### config.mk
export PLATFORM = sky130hd
export DESIGN_NAME = control_board
export DESIGN_NICKNAME = d
export VERILOG_FILES = /design/src/ctrl_pkg.sv /design/src/lbs_decoder.sv /design/src/uart_channel.sv /design/src/sys_registers.sv /design/src/control_board.sv
export VERILOG_INCLUDE_DIRS = /design/src
export SDC_FILE = /design/constraint.sdc
export NUM_CORES = 1
export LEC_CHECK = 0
export ABC_AREA = 0
export BUFFER_PORTS_ARGS = -buffer_cell sky130_fd_sc_hd__buf_2
export CORE_MARGIN = 4
export CORE_UTILIZATION = 60
export CTS_CLUSTER_SIZE = 28
export DETAILED_ROUTE_END_ITERATION = 8
export GPL_TIMING_DRIVEN = 0
export PLACE_DENSITY = 0.83
export SLEW_MARGIN = 5
export SYNTH_ARGS = -nofsm -noshare
export SYNTH_HDL_FRONTEND = slang
export SYNTH_SLANG_ARGS = --single-unit
export TNS_END_PERCENT = 10
### constraint.sdc
create_clock -name clk_i -period 12.5 [get_ports clk_i]
set_clock_uncertainty 0.1 [all_clocks]
set_input_delay 2.5 -clock clk_i [delete_from_list [all_inputs] [get_ports clk_i]]
set_output_delay 2.5 -clock clk_i [all_outputs]
set_load 0.005 [all_outputs]
### src/ctrl_cfg.svh
// Build-time configuration of the control board
// Channel count, local bus address map fields,
// reset baud divisor and version byte

`ifndef CTRL_CFG_SVH
`define CTRL_CFG_SVH

// **************************************************
// Channel array
// **************************************************
`define UART_NUMS       4       // At most 8

// **************************************************
// Local bus
// **************************************************
`define LBS_ADDR_W      8
`define LBS_DATA_W      8

// Upper four address bits pick the region
`define LBS_REGION_SYS  15

// **************************************************
// Reset values
// **************************************************
`define BAUD_DIV_RST    16      // Clocks per bit
`define CTRL_VERSION    8'hA5

`endif

### src/ctrl_pkg.sv
// Shared types of the control board
// Bus address and data, channel mask,
// register offset enums and UART FSM states

`include "ctrl_cfg.svh"

package ctrl_pkg;

    typedef logic [`LBS_ADDR_W-1:0] lbs_addr_t;
    typedef logic [`LBS_DATA_W-1:0] lbs_data_t;
    typedef logic [`UART_NUMS-1:0]  uart_mask_t;   // One bit per channel

    // **************************************************
    // Register offsets, address bits 1:0
    // **************************************************
    typedef enum logic [1:0]
    {
        UART_DATA    = 2'd0,    // Wr loads tx, rd returns rx byte
        UART_STATUS  = 2'd1,    // Tx busy, rx valid, rx overrun
        UART_BAUD_LO = 2'd2,
        UART_BAUD_HI = 2'd3
    } uart_reg_e;

    typedef enum logic [1:0]
    {
        SYS_INT_MASK   = 2'd0,
        SYS_INT_STATUS = 2'd1,  // Read only
        SYS_SOFT_RST   = 2'd2,
        SYS_VERSION    = 2'd3   // Read only
    } sys_reg_e;

    // **************************************************
    // UART state machines
    // **************************************************
    typedef enum logic [1:0]
    {
        TX_IDLE, TX_START, TX_DATA, TX_STOP
    } tx_state_e;

    typedef enum logic [1:0]
    {
        RX_IDLE, RX_START, RX_DATA, RX_STOP
    } rx_state_e;

endpackage

### src/lbs_decoder.sv
// Local bus decoder
// Strobe qualification, region decode into
// channel and system selects, registered read data

`timescale 1ns/1ps
`include "ctrl_cfg.svh"

module lbs_decoder
(
    input  logic                                  clk_i,
    input  logic                                  rst_n_i,
    input  logic                                  lbs_cs_n_i,
    input  logic                                  lbs_we_i,
    input  logic                                  lbs_re_i,
    input  ctrl_pkg::lbs_addr_t                   lbs_addr_i,
    input  ctrl_pkg::lbs_data_t                   lbs_wdata_i,
    output ctrl_pkg::lbs_data_t                   lbs_rdata_o,
    output logic [1:0]                            reg_addr_o,
    output ctrl_pkg::lbs_data_t                   reg_wdata_o,
    output logic                                  reg_we_o,
    output logic                                  reg_re_o,
    output ctrl_pkg::uart_mask_t                  chan_sel_o,
    output logic                                  sys_sel_o,
    input  ctrl_pkg::lbs_data_t [`UART_NUMS-1:0]  chan_rdata_i,
    input  ctrl_pkg::lbs_data_t                   sys_rdata_i
);

logic [3:0]           region;
ctrl_pkg::lbs_data_t  rd_mux;

// **************************************************
// Strobes and selects
// **************************************************
assign region      = lbs_addr_i[`LBS_ADDR_W-1 -: 4];
assign reg_addr_o  = lbs_addr_i[1:0];               // Bits 3:2 ignored
assign reg_wdata_o = lbs_wdata_i;
assign reg_we_o    = ~lbs_cs_n_i & lbs_we_i;
assign reg_re_o    = ~lbs_cs_n_i & lbs_re_i;
assign sys_sel_o   = ~lbs_cs_n_i & (region == 4'(`LBS_REGION_SYS));

always_comb
begin
    for (int i = 0; i < `UART_NUMS; i++)
        chan_sel_o[i] = ~lbs_cs_n_i & (region == 4'(i));
end

// Unused regions fall through as zero
always_comb
begin
    rd_mux = '0;
    if (sys_sel_o)
        rd_mux = sys_rdata_i;
    for (int i = 0; i < `UART_NUMS; i++)
    begin
        if (chan_sel_o[i])
            rd_mux = chan_rdata_i[i];
    end
end

// **************************************************
// Read data register
// **************************************************
always_ff @(posedge clk_i)
begin
    if (!rst_n_i)
        lbs_rdata_o <= '0;
    else if (reg_re_o)
        lbs_rdata_o <= rd_mux;              // Held until next read
end

endmodule

### src/uart_channel.sv
// One UART channel, 8N1
// Baud divisor and bit counter, transmitter,
// receiver with status flags, interrupt

`timescale 1ns/1ps
`include "ctrl_cfg.svh"

module uart_channel
(
    input  logic                 clk_i,
    input  logic                 rst_n_i,
    input  logic                 soft_rst_i,
    input  logic                 sel_i,
    input  logic                 we_i,
    input  logic                 re_i,
    input  logic [1:0]           addr_i,
    input  ctrl_pkg::lbs_data_t  wdata_i,
    output ctrl_pkg::lbs_data_t  rdata_o,
    input  logic                 rx_i,
    output logic                 tx_o,
    output logic                 irq_o
);

logic                 chan_rst;
logic                 wr_data;
logic                 wr_baud_lo;
logic                 wr_baud_hi;
logic                 rd_data;
logic [15:0]          baud_div;
logic [15:0]          baud_cnt;
logic                 baud_tick;
ctrl_pkg::tx_state_e  tx_state;
logic                 tx_pend;
logic [7:0]           tx_shift;
logic [2:0]           tx_bit_cnt;
logic                 tx_busy;
logic [2:0]           rx_sync;
logic                 rx_fall;
ctrl_pkg::rx_state_e  rx_state;
logic [15:0]          rx_cnt;
logic                 rx_half;
logic                 rx_full;
logic [2:0]           rx_bit_cnt;
logic [7:0]           rx_shift;
logic                 rx_done;
ctrl_pkg::lbs_data_t  rx_data;
logic                 rx_valid;
logic                 rx_ovr;

assign chan_rst   = ~rst_n_i | soft_rst_i;
assign wr_data    = sel_i & we_i & (addr_i == ctrl_pkg::UART_DATA);
assign wr_baud_lo = sel_i & we_i & (addr_i == ctrl_pkg::UART_BAUD_LO);
assign wr_baud_hi = sel_i & we_i & (addr_i == ctrl_pkg::UART_BAUD_HI);
assign rd_data    = sel_i & re_i & (addr_i == ctrl_pkg::UART_DATA);

// **************************************************
// Baud divisor and bit-period counter
// **************************************************
always_ff @(posedge clk_i)
begin
    if (chan_rst)
        baud_div <= 16'(`BAUD_DIV_RST);
    else
    begin
        if (wr_baud_lo)
            baud_div[7:0] <= wdata_i;
        if (wr_baud_hi)
            baud_div[15:8] <= wdata_i;
    end
end

assign baud_tick = (baud_cnt >= baud_div - 16'd1);

always_ff @(posedge clk_i)
begin
    if (chan_rst || baud_tick)
        baud_cnt <= '0;
    else
        baud_cnt <= baud_cnt + 16'd1;
end

// **************************************************
// Transmitter
// **************************************************
assign tx_busy = tx_pend | (tx_state != ctrl_pkg::TX_IDLE);

always_ff @(posedge clk_i)
begin
    if (wr_data && !tx_busy)
        tx_shift <= wdata_i;
    else if (baud_tick && tx_state == ctrl_pkg::TX_DATA)
        tx_shift <= {1'b0, tx_shift[7:1]};       // LSB first
end

always_ff @(posedge clk_i)
begin
    if (chan_rst)
    begin
        tx_state   <= ctrl_pkg::TX_IDLE;
        tx_pend    <= 1'b0;
        tx_bit_cnt <= '0;
        tx_o       <= 1'b1;
    end
    else
    begin
        if (wr_data && !tx_busy)
            tx_pend <= 1'b1;                     // Write while busy is dropped
        if (baud_tick)
        begin
            case (tx_state)
                ctrl_pkg::TX_IDLE:
                    if (tx_pend)
                    begin
                        tx_pend  <= 1'b0;
                        tx_o     <= 1'b0;        // Start bit
                        tx_state <= ctrl_pkg::TX_START;
                    end
                ctrl_pkg::TX_START:
                begin
                    tx_o       <= tx_shift[0];
                    tx_bit_cnt <= '0;
                    tx_state   <= ctrl_pkg::TX_DATA;
                end
                ctrl_pkg::TX_DATA:
                begin
                    tx_bit_cnt <= tx_bit_cnt + 3'd1;
                    if (tx_bit_cnt == 3'd7)
                    begin
                        tx_o     <= 1'b1;        // Stop bit
                        tx_state <= ctrl_pkg::TX_STOP;
                    end
                    else
                        tx_o <= tx_shift[1];
                end
                default:
                    tx_state <= ctrl_pkg::TX_IDLE;
            endcase
        end
    end
end

// **************************************************
// Receiver
// **************************************************
always_ff @(posedge clk_i)
begin
    if (chan_rst)
        rx_sync <= 3'b111;
    else
        rx_sync <= {rx_sync[1:0], rx_i};
end

assign rx_fall = rx_sync[2] & ~rx_sync[1];
assign rx_half = (rx_cnt >= {1'b0, baud_div[15:1]} - 16'd1);
assign rx_full = (rx_cnt >= baud_div - 16'd1);
assign rx_done = (rx_state == ctrl_pkg::RX_STOP) & rx_full & rx_sync[1];

always_ff @(posedge clk_i)
begin
    if (chan_rst)
    begin
        rx_state   <= ctrl_pkg::RX_IDLE;
        rx_cnt     <= '0;
        rx_bit_cnt <= '0;
    end
    else
    begin
        case (rx_state)
            ctrl_pkg::RX_IDLE:
            begin
                rx_cnt <= '0;
                if (rx_fall)
                    rx_state <= ctrl_pkg::RX_START;
            end
            ctrl_pkg::RX_START:
                if (rx_half)                     // Mid start bit, still low?
                begin
                    rx_cnt     <= '0;
                    rx_bit_cnt <= '0;
                    rx_state   <= rx_sync[1] ? ctrl_pkg::RX_IDLE : ctrl_pkg::RX_DATA;
                end
                else
                    rx_cnt <= rx_cnt + 16'd1;
            ctrl_pkg::RX_DATA:
                if (rx_full)
                begin
                    rx_cnt     <= '0;
                    rx_bit_cnt <= rx_bit_cnt + 3'd1;
                    if (rx_bit_cnt == 3'd7)
                        rx_state <= ctrl_pkg::RX_STOP;
                end
                else
                    rx_cnt <= rx_cnt + 16'd1;
            default:
                if (rx_full)
                begin
                    rx_cnt   <= '0;
                    rx_state <= ctrl_pkg::RX_IDLE;   // Low stop bit dropped
                end
                else
                    rx_cnt <= rx_cnt + 16'd1;
        endcase
    end
end

always_ff @(posedge clk_i)
begin
    if (rx_state == ctrl_pkg::RX_DATA && rx_full)
        rx_shift <= {rx_sync[1], rx_shift[7:1]};
end

// New byte wins over a read in the same cycle
always_ff @(posedge clk_i)
begin
    if (chan_rst)
    begin
        rx_data  <= '0;
        rx_valid <= 1'b0;
        rx_ovr   <= 1'b0;
    end
    else if (rx_done)
    begin
        rx_data  <= rx_shift;
        rx_valid <= 1'b1;
        if (rx_valid && !rd_data)
            rx_ovr <= 1'b1;
        else if (rd_data)
            rx_ovr <= 1'b0;
    end
    else if (rd_data)
    begin
        rx_valid <= 1'b0;
        rx_ovr   <= 1'b0;
    end
end

assign irq_o = rx_valid;

// **************************************************
// Register read
// **************************************************
always_comb
begin
    case (ctrl_pkg::uart_reg_e'(addr_i))
        ctrl_pkg::UART_DATA:    rdata_o = rx_data;
        ctrl_pkg::UART_STATUS:  rdata_o = {5'd0, rx_ovr, rx_valid, tx_busy};
        ctrl_pkg::UART_BAUD_LO: rdata_o = baud_div[7:0];
        default:                rdata_o = baud_div[15:8];
    endcase
end

endmodule

### src/sys_registers.sv
// System register block
// Interrupt mask, raw interrupt status, per-channel
// soft resets, version byte, combined interrupt

`timescale 1ns/1ps
`include "ctrl_cfg.svh"

module sys_registers
(
    input  logic                  clk_i,
    input  logic                  rst_n_i,
    input  logic                  sel_i,
    input  logic                  we_i,
    input  logic [1:0]            addr_i,
    input  ctrl_pkg::lbs_data_t   wdata_i,
    output ctrl_pkg::lbs_data_t   rdata_o,
    input  ctrl_pkg::uart_mask_t  chan_irq_i,
    output ctrl_pkg::uart_mask_t  soft_rst_o,
    output logic                  int_o
);

ctrl_pkg::uart_mask_t  int_mask;
logic                  wr_mask;
logic                  wr_soft_rst;

assign wr_mask     = sel_i & we_i & (addr_i == ctrl_pkg::SYS_INT_MASK);
assign wr_soft_rst = sel_i & we_i & (addr_i == ctrl_pkg::SYS_SOFT_RST);

// **************************************************
// Writable registers
// **************************************************
always_ff @(posedge clk_i)
begin
    if (!rst_n_i)
    begin
        int_mask   <= '0;
        soft_rst_o <= '0;
    end
    else
    begin
        if (wr_mask)
            int_mask <= wdata_i[`UART_NUMS-1:0];
        if (wr_soft_rst)
            soft_rst_o <= wdata_i[`UART_NUMS-1:0];   // Level, held until cleared
    end
end

// Combined interrupt, one cycle behind the sources
always_ff @(posedge clk_i)
begin
    if (!rst_n_i)
        int_o <= 1'b0;
    else
        int_o <= |(chan_irq_i & int_mask);
end

// **************************************************
// Register read
// **************************************************
always_comb
begin
    rdata_o = '0;
    case (ctrl_pkg::sys_reg_e'(addr_i))
        ctrl_pkg::SYS_INT_MASK:
            rdata_o[`UART_NUMS-1:0] = int_mask;
        ctrl_pkg::SYS_INT_STATUS:
            rdata_o[`UART_NUMS-1:0] = chan_irq_i;    // Raw, unmasked
        ctrl_pkg::SYS_SOFT_RST:
            rdata_o[`UART_NUMS-1:0] = soft_rst_o;
        default:
            rdata_o = `CTRL_VERSION;
    endcase
end

endmodule

### src/control_board.sv
// Control board top level
// Local bus decoder, UART channel array,
// system registers

`timescale 1ns/1ps
`include "ctrl_cfg.svh"

module control_board
(
    input  logic                  clk_i,
    input  logic                  rst_n_i,
    input  logic                  lbs_cs_n_i,
    input  logic                  lbs_we_i,
    input  logic                  lbs_re_i,
    input  ctrl_pkg::lbs_addr_t   lbs_addr_i,
    input  ctrl_pkg::lbs_data_t   lbs_wdata_i,
    output ctrl_pkg::lbs_data_t   lbs_rdata_o,
    input  ctrl_pkg::uart_mask_t  uart_rx_i,
    output ctrl_pkg::uart_mask_t  uart_tx_o,
    output logic                  int_o
);

logic [1:0]                            reg_addr;
ctrl_pkg::lbs_data_t                   reg_wdata;
logic                                  reg_we;
logic                                  reg_re;
ctrl_pkg::uart_mask_t                  chan_sel;
logic                                  sys_sel;
ctrl_pkg::lbs_data_t [`UART_NUMS-1:0]  chan_rdata;
ctrl_pkg::lbs_data_t                   sys_rdata;
ctrl_pkg::uart_mask_t                  chan_irq;
ctrl_pkg::uart_mask_t                  soft_rst;

lbs_decoder u_lbs_decoder
(
    .clk_i          (clk_i          ),
    .rst_n_i        (rst_n_i        ),
    .lbs_cs_n_i     (lbs_cs_n_i     ),
    .lbs_we_i       (lbs_we_i       ),
    .lbs_re_i       (lbs_re_i       ),
    .lbs_addr_i     (lbs_addr_i     ),
    .lbs_wdata_i    (lbs_wdata_i    ),
    .lbs_rdata_o    (lbs_rdata_o    ),
    .reg_addr_o     (reg_addr       ),
    .reg_wdata_o    (reg_wdata      ),
    .reg_we_o       (reg_we         ),
    .reg_re_o       (reg_re         ),
    .chan_sel_o     (chan_sel       ),
    .sys_sel_o      (sys_sel        ),
    .chan_rdata_i   (chan_rdata     ),
    .sys_rdata_i    (sys_rdata      )
);

// **************************************************
// UART channel array
// **************************************************
genvar i;
generate
    for (i = 0; i < `UART_NUMS; i = i + 1)
    begin : gen_chan
        uart_channel u_uart_channel
        (
            .clk_i      (clk_i          ),
            .rst_n_i    (rst_n_i        ),
            .soft_rst_i (soft_rst[i]    ),
            .sel_i      (chan_sel[i]    ),
            .we_i       (reg_we         ),
            .re_i       (reg_re         ),
            .addr_i     (reg_addr       ),
            .wdata_i    (reg_wdata      ),
            .rdata_o    (chan_rdata[i]  ),
            .rx_i       (uart_rx_i[i]   ),
            .tx_o       (uart_tx_o[i]   ),
            .irq_o      (chan_irq[i]    )
        );
    end
endgenerate

sys_registers u_sys_registers
(
    .clk_i          (clk_i          ),
    .rst_n_i        (rst_n_i        ),
    .sel_i          (sys_sel        ),
    .we_i           (reg_we         ),
    .addr_i         (reg_addr       ),
    .wdata_i        (reg_wdata      ),
    .rdata_o        (sys_rdata      ),
    .chan_irq_i     (chan_irq       ),
    .soft_rst_o     (soft_rst       ),
    .int_o          (int_o          )
);

endmodule

==> Word level (Yosys, flattened, before mapping) <==
Cells that the tools add are included.
{ "op_classes": {"add_sub_neg": 24, "magnitude_cmp": 12, "n_eq_ne": 59, "muxes": 135, "bitwise": 61, "reduce_logical": 88} }
{ "op_table": {"columns": ["op", "count"], "rows": [
  ["$ge 16x16->1", 12],
  ["$add 16x1->16 const B", 8],
  ["$mux 16", 8],
  ["$pmux 16 s2", 4],
  ["$mux 8", 13],
  ["$pmux 8 s3", 4],
  ["$mux 2", 32],
  ["$sub 15x1->16 const B", 4],
  ["$sub 16x1->16 const B", 4],
  ["$pmux 2 s3", 8],
  ["$pmux 3 s2", 8],
  ["$and 1x1->1", 46],
  ["$mux 1", 44],
  ["$ne 2x1->1 const B", 20],
  ["$reduce_bool 2->1", 20],
  ["$reduce_and 3->1", 12],
  ["$eq 2x2->1 const B", 14],
  ["$add 3x1->3 const B", 8],
  ["$eq 3x3->1 const B", 8],
  ["$mux 3", 8],
  ["$reduce_bool 3->1", 8],
  ["$reduce_and 5->1", 4],
  ["$eq 2x1->1 const B", 9],
  ["$logic_not 2->1", 9],
  ["17 further kinds", 64]
]} }
{ "totals": {"reg_bits": 373, "input_bits": 25} }

==> Logic depth before layout (Yosys ltp) <==
Gate-level depths: netlist of run 1.
{ "depth": {"word_depth": 9, "depth_mapped": 19, "ltp_nobuf": 18} }

==> Modules after synthesis <==
From an unflattened synthesis of run 1, not the netlist that was laid out.
{ "hier_totals": {"hier_cells": 2522, "hier_area_um2": 22974.5} }
{ "by_module_without_submodules": {"columns": ["module", "n_inst", "cells_per_inst", "area_per_inst_um2"], "rows": [
  ["uart_channel at gen_chan[0].u_uart_channel ...", 2, 594, 5515.3],
  ["uart_channel at gen_chan[1].u_uart_channel", 1, 600, 5377.7],
  ["uart_channel at gen_chan[3].u_uart_channel", 1, 595, 5335.1],
  ["lbs_decoder", 1, 86, 723.2],
  ["sys_registers", 1, 53, 508.0]
]} }

==> Worst setup path before layout of run 1 <==
No wires, ideal clock.
{ "synth_path": {"path_kind": "input to register", "from": "input lbs_addr_i[5]", "to": "register gen_chan[0].u_uart_channel.tx_shift[0], enable pin", "setup_ns": 0.329, "t_arrival_ns": 4.291, "t_required_ns": 12.071, "setup_slack_ns": 7.780, "cell_stages": 5, "n_path_buf": 0, "cell_sequence": "or4_1 > or3_1 > nor4_4 > inv_1 > nand2_1"} }
{ "synth_between": {"elab_chain_len": 6} }
{ "synth_rtl": {"columns": ["element", "line_no", "text"], "rows": [
  ["from (decl)", "control_board.sv:15", "input ctrl_pkg::lbs_addr_t lbs_addr_i,"],
  ["$logic_not 4->1", "lbs_decoder.sv:44", "chan_sel_o[i] = ~lbs_cs_n_i & (region == 4'(i));"],
  ["$and 1x1->1", "lbs_decoder.sv:44", null],
  ["$and 1x1->1 (2 in a row)", "uart_channel.sv:51", "assign wr_data = sel_i & we_i & (addr_i == ctrl_pkg::UART_DATA);"],
  ["$logic_and 1x1->1", "uart_channel.sv:89", "if (wr_data && !tx_busy)"],
  ["$reduce_bool 2->1 (no source line)", null, null],
  ["to (signal assigned)", "uart_channel.sv:90", "tx_shift <= wdata_i;"],
  ["to (signal assigned)", "uart_channel.sv:92", "tx_shift <= {1'b0, tx_shift[7:1]};"],
  ["to (decl)", "uart_channel.sv:34", "logic [7:0] tx_shift;"]
]} }
Every way passes these cells.
A chain may end at the register's enable or synchronous reset.

==> Worst setup path after layout of run 1 <==
{ "layout_path": {"from": "register gen_chan[0].u_uart_channel.baud_div[1]", "to": "register gen_chan[0].u_uart_channel.rx_bit_cnt[0]"} }
{ "layout_between": {"elab_chain_len": 4, "word_cells_on_any_way": 7} }
{ "layout_rtl": {"columns": ["element", "line_no", "text"], "rows": [
  ["from (decl)", "uart_channel.sv:29", "logic [15:0] baud_div;"],
  ["from (signal assigned)", "uart_channel.sv:62", "baud_div <= 16'(`BAUD_DIV_RST);"],
  ["from (signal assigned)", "uart_channel.sv:66", "baud_div[7:0] <= wdata_i;"],
  ["$sub 16x1->16 or $sub 15x1->16 (tied branches)", "uart_channel.sv:155, uart_channel.sv:154", null],
  ["$ge 16x16->1 (on tied branches)", "uart_channel.sv:155, uart_channel.sv:154", null],
  ["$ne 2x1->1 (no source line)", null, null],
  ["$reduce_and 3->1 (no source line) (*)", null, null],
  ["to (signal assigned)", "uart_channel.sv:188", "rx_bit_cnt <= rx_bit_cnt + 3'd1;"],
  ["to (decl)", "uart_channel.sv:43", "logic [2:0] rx_bit_cnt;"]
]} }
Mark *: on every way between the ends. The rest lies on a longest branch, timed or not.

==> results.py, run 1 <==
metrics = {
    "timing": {
        "hold_viol_final": 0,
        "setup_viol": 0,
        "timing.final.crit_share": 0.414,
        "rsz0062_at_grt": "false",
        "slew_headroom": 0.201,
        "fin_crit_ns": 5.18,
        "fmax_mhz": 193,
        "setup_tns_ns": 0,
        "worstMarginPinSlew_ns": 1.19,
        "slew_viol_final": 0,
    },
    "logic_synthesis": {
        "synth_top_cell_area_share": 0.274,
        "ys_seq_elements": 373,
        "async_reset_ff_frac": 0,
        "synthCells": 2429,
        "synth_xor_area_frac": 0.0868,
        "synth_edf_count": 64,
        "synth-adder-area-share": 0.141,
        "synth_area_leaders": "dfxtp_1 27%, ha_1 14%, edfxtp_1 8.5%, nor2_1 5.3%, mux2i_1 5.0%",
        "synth-main-ff-cell": "dfxtp_1",
        "synth_area_um2": 22600,
        "muxShareOfSynthArea": 0.0846,
        "synth_compound_area_frac": 0.110,
        "synth_seq_area_share": 0.359,
        "synth_top_family_by_area": "simple AND/OR/NAND/NOR gates",
        "ys.warnings.count": 0,
        "synthSimpleGateAreaFrac": 0.183,
        "yosysUniqueCellTypes": 94,
        "yosysTopAreaCell": "dfxtp_1",
        "syn_nets": 2706,
        "postSynthAreaPerCell_um2": 9.29,
    },
    "cts": {
        "clockBufferDepth": 3,
        "cts_tree": "yes",
        "cts.clk_slew.worst_paths_ns": 0.06,
        "numCtsBuffers": 41,
        "hold_buffers": 0,
        "cts_root_buf": "clkbuf_16",
        "post_cts_buffers": 0,
        "clock_latency_ns": 0.55,
        "cts_resized": 0,
        "htree_levels": 2,
        "clock-sinks": 373,
    },
    "critical_path": {
        "cpMaxStageDelayCell": "a21oi_1",
        "crit_path_start": "gen_chan[0].u_uart_channel.baud_div[1]",
        "rrSetupSlack_ns": 7.32,
        "worst-setup-path-type": "reg -> reg",
        "cp_slowest_stage_delay_ns": 0.77,
        "crit_end": "gen_chan[0].u_uart_channel.rx_bit_cnt[0]",
        "path_cells": "inv_1 > ha_1 > nand2_1 > nor2_1 > nand2_1 > or4_1 > nor4_1 > nand2_1 > xor2_1 > ha_1 > nand4_1 > a2111oi_0 > a31oi_2 > a21oi_1 > nand3_1 > mux2_2 > nor2_1",
        "critPathMostFrequentCell": "nand2_1",
        "cp_max_fo": 9,
        "worstReg2RegEnd": "gen_chan[0].u_uart_channel.rx_bit_cnt[0]",
        "start_kind": "flop",
        "crit_required_ns": 12.88,
        "rr_startpoint": "gen_chan[0].u_uart_channel.baud_div[1]",
        "rr_worst_depth": 17,
        "arrival_ns": 5.56,
        "cp-end-kind": "flop",
    },
    "die": {
        "die_area_um2": 40800,
        "coreArea_um2": 36900,
        "die_h_um": 202,
        "ios": 38,
        "die_width_um": 202,
        "initial_core_util": 0.612,
        "rows": 70,
    },
    "cells_and_area": {
        "area_growth_pct": 9.79,
        "post_route_cells_drive_above_1_share": 0.0867,
        "nFillCells": 2822,
        "layout.nets": 2782,
    },
    "routing": {
        "antenna_left": 0,
        "drc": 0,
        "vias": 18500,
        "vias_per_cell": 6.07,
        "routed_wl_um": 57400,
        "dr.pass1.iters": 6,
        "drtIter0Drc": 1674,
        "wl_per_cell_um": 18.9,
    },
    "power": {
        "power_per_cell_area_nw_per_um2": 111,
        "pwr-share-clk": 0.462,
        "power_mw": 2.74,
        "p_switching_uw": 672,
        "pwr-share-comb": 0.081,
        "pwr-share-seq": 0.457,
        "p_leak_nw": 10.2,
        "p_int_mw": 2.07,
        "swShare": 0.245,
        "vdd_ir_drop_max_mv": 0.108,
    },
    "grt": {
        "first_global_vias": 18600,
        "grtUsageMet2": 0.473,
        "use_met3": 0.0464,
        "grt_antenna_before_repair": 2,
        "grtUsageMet1": 0.341,
        "grt_busiest_layer": "met2",
        "grt_pass1_wl_um": 93200,
        "track_usage": 0.273,
        "overflow": 0,
        "grt_max_degree": 15,
    },
    "flow_run": {
        "drv_cap": 0,
    },
    "placement": {
        "place_hpwl_um": 42400,
        "io_buffers": 33,
        "gp_congestion": 0.968,
    },
    "run_status": {
        "outcome": "finished clean",
    },
    "worst_hold_path": {
        "hold_path_class": "reg -> reg",
        "min_path_cells": 1,
    },
}
through the flow:
stage | std cells | hold slack, ns | setup slack (ns) | area (um2) | utilization
after CTS | 3042 | 0.308 | 7.42 | 24800 | 0.672
after floorplan | 2429 | 0.286 | 7.78 | 22600 | -
after global placement | 2966 | 0.288 | 7.02 | 23400 | 0.633
final | 3043 | 0.304 | 7.32 | 24800 | 0.672
after detailed placement | 2966 | 0.292 | 6.99 | 23400 | 0.633
after global routing | 3042 | 0.324 | 6.77 | 24800 | 0.672
critical path: cells and delay by family (launching register included):
kind	cells	cell delay, ns
flip-flops	1	0.40
XOR/XNOR	1	0.19
adder cells (fa/ha/maj)	2	0.58
multiplexers	1	0.32
buffers and inverters	1	0.18
AO/OA/AOI/OAI	3	1.56
AND/OR/NAND/NOR	9	1.76
cell usage after synthesis (13+ instances only):
cell type / instances
o21ai_0: 73
a31oi_1: 17
xor2_1: 118
nand2_1: 192
nor3_1: 48
mux2_2: 49
nand2b_1: 50
a21oi_1: 68
and3_1: 32
a211oi_1: 14
edfxtp_1: 64
nand3_1: 88
dfxtp_1: 309
ha_1: 252
nand4_1: 32
clkbuf_1: 75
a22oi_1: 17
inv_1: 75
nor2b_1: 25
mux2i_1: 113
nor2_1: 320
o211ai_1: 13
a21o_1: 33
xnor2_1: 103
or3_1: 15
final cells by class:
| class | instances | area [um2] | area share |
|---|---|---|---|
| Multi-Input combinational cell | 1874 | 13600 | 0.551 |
| Sequential cell | 373 | 8110 | 0.327 |
| Clock buffer | 61 | 1220 | 0.0495 |
| Tap cell | 504 | 631 | 0.0255 |
| Buffer | 107 | 528 | 0.0213 |
| Inverter | 75 | 282 | 0.0114 |
| Clock inverter | 15 | 185 | 0.00748 |
| Timing Repair Buffer | 33 | 165 | 0.00667 |
| Antenna cell | 1 | 2.50 | 0.000101 |
routing by layer:
metal	part of all wire	up-vias
met4	0.041	4
met1	0.41	8881
li1	-	8761
met3	0.066	171
met5	0.00044	-
met2	0.48	662
state kept, by name, indices dropped and copies added, names as in the netlist, 8 cells and up:
register                            cells
gen_chan.u_uart_channel.baud_cnt       64
gen_chan.u_uart_channel.baud_div       64
gen_chan.u_uart_channel.rx_cnt         64
gen_chan.u_uart_channel.rx_data        32
gen_chan.u_uart_channel.rx_shift       32
gen_chan.u_uart_channel.tx_shift       32
gen_chan.u_uart_channel.rx_bit_cnt     12
gen_chan.u_uart_channel.rx_sync        12
gen_chan.u_uart_channel.tx_bit_cnt     12
gen_chan.u_uart_channel.rx_state        8
gen_chan.u_uart_channel.tx_state        8
u_lbs_decoder.lbs_rdata_o               8
power groups by stage:
stage,Combinational (mW),Sequential (mW),Clock (mW)
after floorplan,0.153,1.27,0
after global placement,0.208,1.28,0
after detailed placement,0.218,1.28,0
after CTS,0.219,1.25,1.29
after global routing,0.247,1.25,1.34
final,0.223,1.25,1.27
layout by cell type, fill, tap and decap left out, types with 14 or more instances in the layout:
cell       Yosys  routed
dfxtp_1      309     309
nand4_1       32      32
clkbuf_1      75      86
ha_1         252     252
a22oi_1       17      17
buf_2          8      41
mux2i_1      113     113
o21ai_0       73      73
nand2b_1      50      50
mux2_2        49      49
inv_1         75      75
edfxtp_1      64      64
nor3_1        48      48
and3_1        32      32
or3_1         15      15
a21oi_1       68      68
clkbuf_16      0      44
a211oi_1      14      14
xnor2_1      103     103
nand2_1      192     192
nor2_1       320     320
a31oi_1       17      17
nand3_1       88      88
nor2b_1       25      25
a21o_1        33      33
xor2_1       118     118
worst min-delay path by stage:
stage | start | to | slack [ns]
2_1_floorplan | gen_chan[0].u_uart_channel.rx_sync[0] | gen_chan[0].u_uart_channel.rx_sync[1] | 0.29
6_report | gen_chan[1].u_uart_channel.rx_sync[0] | gen_chan[1].u_uart_channel.rx_sync[1] | 0.30
3_3_place_gp | gen_chan[0].u_uart_channel.rx_sync[0] | gen_chan[0].u_uart_channel.rx_sync[1] | 0.29
3_5_place_dp | gen_chan[3].u_uart_channel.rx_sync[0] | gen_chan[3].u_uart_channel.rx_sync[1] | 0.29
5_1_grt | gen_chan[3].u_uart_channel.rx_sync[0] | gen_chan[3].u_uart_channel.rx_sync[1] | 0.32
4_1_cts | gen_chan[1].u_uart_channel.rx_sync[0] | gen_chan[1].u_uart_channel.rx_sync[1] | 0.31
cells by family (layout without fill, tap and decap cells):
| logic type | Yosys count | in the layout |
|---|---|---|
| other | 0 | 1 |
| flip-flops | 373 | 373 |
| XOR/XNOR | 222 | 222 |
| multiplexers | 172 | 172 |
| AO/OA/AOI/OAI | 353 | 353 |
| buffers and inverters | 182 | 291 |
| adder cells (fa/ha/maj) | 255 | 255 |
| AND/OR/NAND/NOR | 872 | 872 |
No activity file was read; power rests on OpenSTA's default activity.
==> inputs of run 2 (changes only) <==
--- a/config.mk
+++ b/config.mk
@@ -6,7 +6,7 @@
 export SDC_FILE = /design/constraint.sdc
 export NUM_CORES = 1
 export LEC_CHECK = 0
-export ABC_AREA = 0
+export ABC_AREA = 1
 export BUFFER_PORTS_ARGS = -buffer_cell sky130_fd_sc_hd__buf_2
 export CORE_MARGIN = 4
 export CORE_UTILIZATION = 60
==> constraint.sdc (replaced) <==
create_clock -name clk_i -period 5.28 [get_ports clk_i]
set_clock_uncertainty 0.1 [all_clocks]
set_input_delay 1.056 -clock clk_i [delete_from_list [all_inputs] [get_ports clk_i]]
set_output_delay 1.056 -clock clk_i [all_outputs]
set_load 0.005 [all_outputs]
==> run 2 against run 1 <==
Wire length increased by 5.7%. Critical endpoint is now gen_chan[0].u_uart_channel.tx_shift[7]. Setup slack got worse by 6.6 ns. Non-clock buffer count decreased by 37. Register-to-register slack got worse by 6.6 ns. Final area increased by 1.4%. Maximum frequency increased by 14%.
==> results.py, run 2 <==
metrics = {
    "logic_synthesis": {
        "ys_seq_elements": 373,
        "synth_area_leaders": "dfxtp_1 27%, ha_1 14%, edfxtp_1 8.4%, nand2_1 7.0%, inv_1 5.7%",
        "syn_nets": 3198,
        "yosysUniqueCellTypes": 56,
        "synth_xor_area_frac": 0.0616,
        "synthCells": 2921,
        "synth-adder-area-share": 0.138,
        "synth_compound_area_frac": 0.135,
        "yosys.cell_count.top_type": "nand2_1",
        "synthSimpleGateAreaFrac": 0.234,
        "synth_top_family_by_area": "simple AND/OR/NAND/NOR gates",
        "synth_commonest_cells": "429 x nand2_1, 350 x inv_1, 310 x nor2_1, 309 x dfxtp_1, 252 x ha_1",
        "synth_edf_count": 64,
        "synth_top_cell_area_share": 0.270,
        "postSynthAreaPerCell_um2": 7.84,
        "async_reset_ff_frac": 0,
        "synth_area_um2": 22900,
        "yosysTopAreaCell": "dfxtp_1",
        "muxShareOfSynthArea": 0,
        "synth_seq_area_share": 0.354,
        "synth-main-ff-cell": "dfxtp_1",
        "ys.warnings.count": 0,
    },
    "cts": {
        "cts_tree": "yes",
        "cts.clk_slew.worst_paths_ns": 0.06,
        "hold_buffers": 0,
        "clock_latency_ns": 0.59,
        "cts_root_buf": "clkbuf_16",
        "cts_resized": 0,
        "clock-sinks": 373,
        "clockBufferDepth": 3,
        "numCtsBuffers": 42,
        "htree_levels": 2,
        "post_cts_buffers": 0,
    },
    "critical_path": {
        "critPathBufInv": 4,
        "cp.depth": 16,
        "worst-setup-path-type": "reg -> reg",
        "arrival_ns": 4.65,
        "critPathTopFamily": "simple AND/OR/NAND/NOR gates",
        "cp-end-kind": "flop",
        "rr_worst_depth": 16,
        "cp_slowest_stage_delay_ns": 0.69,
        "critPathMostFrequentCell": "inv_1",
        "crit_required_ns": 5.39,
        "start_kind": "flop",
        "path_cells": "inv_1 > ha_1 > inv_1 > nor2_1 > nand2_1 > nor2_1 > inv_1 > a21oi_1 > xor2_1 > ha_1 > nand2_1 > nor4_1 > nand4_1 > nand4_4 > inv_2 > o21ai_1",
        "cp_max_fo": 9,
        "cpMaxStageDelayCell": "o21ai_1",
    },
    "die": {
        "die_h_um": 203,
        "initial_core_util": 0.608,
        "die_area_um2": 41300,
        "ios": 38,
        "coreArea_um2": 37700,
        "die_width_um": 203,
        "rows": 71,
    },
    "power": {
        "vdd_ir_drop_max_mv": 0.239,
        "p_leak_nw": 10.6,
        "power_per_cell_area_nw_per_um2": 262,
    },
    "placement": {
        "gp_congestion": 0.980,
        "io_buffers": 35,
        "place_hpwl_um": 45400,
    },
    "grt": {
        "first_global_vias": 19500,
        "grt_antenna_before_repair": 0,
        "grt_pass1_wl_um": 97100,
        "grt_max_degree": 15,
        "overflow": 0,
        "track_usage": 0.284,
    },
    "timing": {
        "fin_crit_ns": 4.54,
        "timing.hold.ws_ns": 0.307,
        "slew_viol_final": 0,
        "setup_viol": 0,
        "slew_headroom": 0.264,
        "worstMarginPinSlew_ns": 1.10,
        "setup_tns_ns": 0,
        "hold_viol_final": 0,
        "rsz0062_at_grt": "false",
        "timing.final.crit_share": 0.859,
        "fmax_mhz": 220,
    },
    "routing": {
        "antenna_left": 0,
        "drtIter0Drc": 1945,
        "dr.pass1.iters": 5,
        "routed_wl_um": 60600,
        "vias": 20300,
        "drc": 0,
        "vias_per_cell": 5.74,
        "wl_per_cell_um": 17.1,
    },
    "cells_and_area": {
        "diodes": 0,
        "largestRegisters": "gen_chan.u_uart_channel.baud_cnt x64, gen_chan.u_uart_channel.baud_div x64, gen_chan.u_uart_channel.rx_cnt x64",
        "final_cell_mix": "429 x nand2_1, 350 x inv_1, 310 x nor2_1",
        "area_growth_pct": 9.75,
        "fin_util": 0.667,
        "post_route_cells_drive_above_1_share": 0.0903,
        "layout.nets": 3277,
        "layout.cells.most_common": "nand2_1",
    },
    "flow_run": {
        "drv_cap": 0,
    },
    "run_status": {
        "outcome": "finished clean",
    },
    "worst_hold_path": {
        "min_path_cells": 1,
        "hold_path_class": "reg -> reg",
    },
}
run 2: changes by cell type in the layout (fill, tap and decap cells not counted), moves of 50 or more:
cell and delta:
o21ai_0 +147, nand2b_1 -50, a21oi_1 +172, xnor2_1 -69
mux2i_1 -113, inv_1 +275, nand2_1 +237
run 2: logic make-up after synthesis:
group,Yosys count
XOR/XNOR,161
buffers and inverters,440
AO/OA/AOI/OAI,568
flip-flops,373
adder cells (fa/ha/maj),252
AND/OR/NAND/NOR,1127
run 2: layout make-up:
cell class / instances / area [um2]
Multi-Input combinational cell: 2108 / 13000
Fill cell: 3102 / 12500
Sequential cell: 373 / 8110
Inverter: 372 / 1400
Clock buffer: 57 / 1140
Tap cell: 511 / 639
Buffer: 68 / 379
Clock inverter: 21 / 279
Timing Repair Buffer: 35 / 175
run 2: path summary, 6_finish.rpt:
kind	from	to	slack, ns
worst max-delay path	gen_chan[0].u_uart_channel.baud_div[1]	gen_chan[0].u_uart_channel.tx_shift[7]	0.74
worst min-delay path	gen_chan[0].u_uart_channel.rx_sync[0]	gen_chan[0].u_uart_channel.rx_sync[1]	0.31
worst max register to register	gen_chan[0].u_uart_channel.baud_div[1]	gen_chan[0].u_uart_channel.tx_shift[7]	0.74
worst min register to register	gen_chan[0].u_uart_channel.rx_sync[0]	gen_chan[0].u_uart_channel.rx_sync[1]	0.31
run 2: report_power, final:
part / switching [mW] / internal (mW)
clock: 1.24 / 1.82
sequential: 0.0460 / 2.93
combinational: 0.375 / 0.169
run 2: metal layers:
metal / GRT usage / up-vias / part of all wire
met5: 0 / - / 0
met4: 0.105 / 0 / 0.034
met3: 0.0466 / 143 / 0.078
met2: 0.474 / 785 / 0.46
met1: 0.373 / 9502 / 0.42
li1: - / 9909 / -
run 2: per-stage QoR:
| step | total power, mW | area [um2] | cells | setup slack, ns |
|---|---|---|---|---|
| after global placement | 3.53 | 23700 | 3467 | 0.522 |
| after global routing | 6.78 | 25100 | 3545 | 0.448 |
| after CTS | 6.60 | 25100 | 3545 | 0.356 |
| after floorplan | 3.40 | 22900 | 2921 | 1.71 |
| after detailed placement | 3.56 | 23700 | 3467 | 0.379 |
| final | 6.57 | 25100 | 3545 | 0.743 |
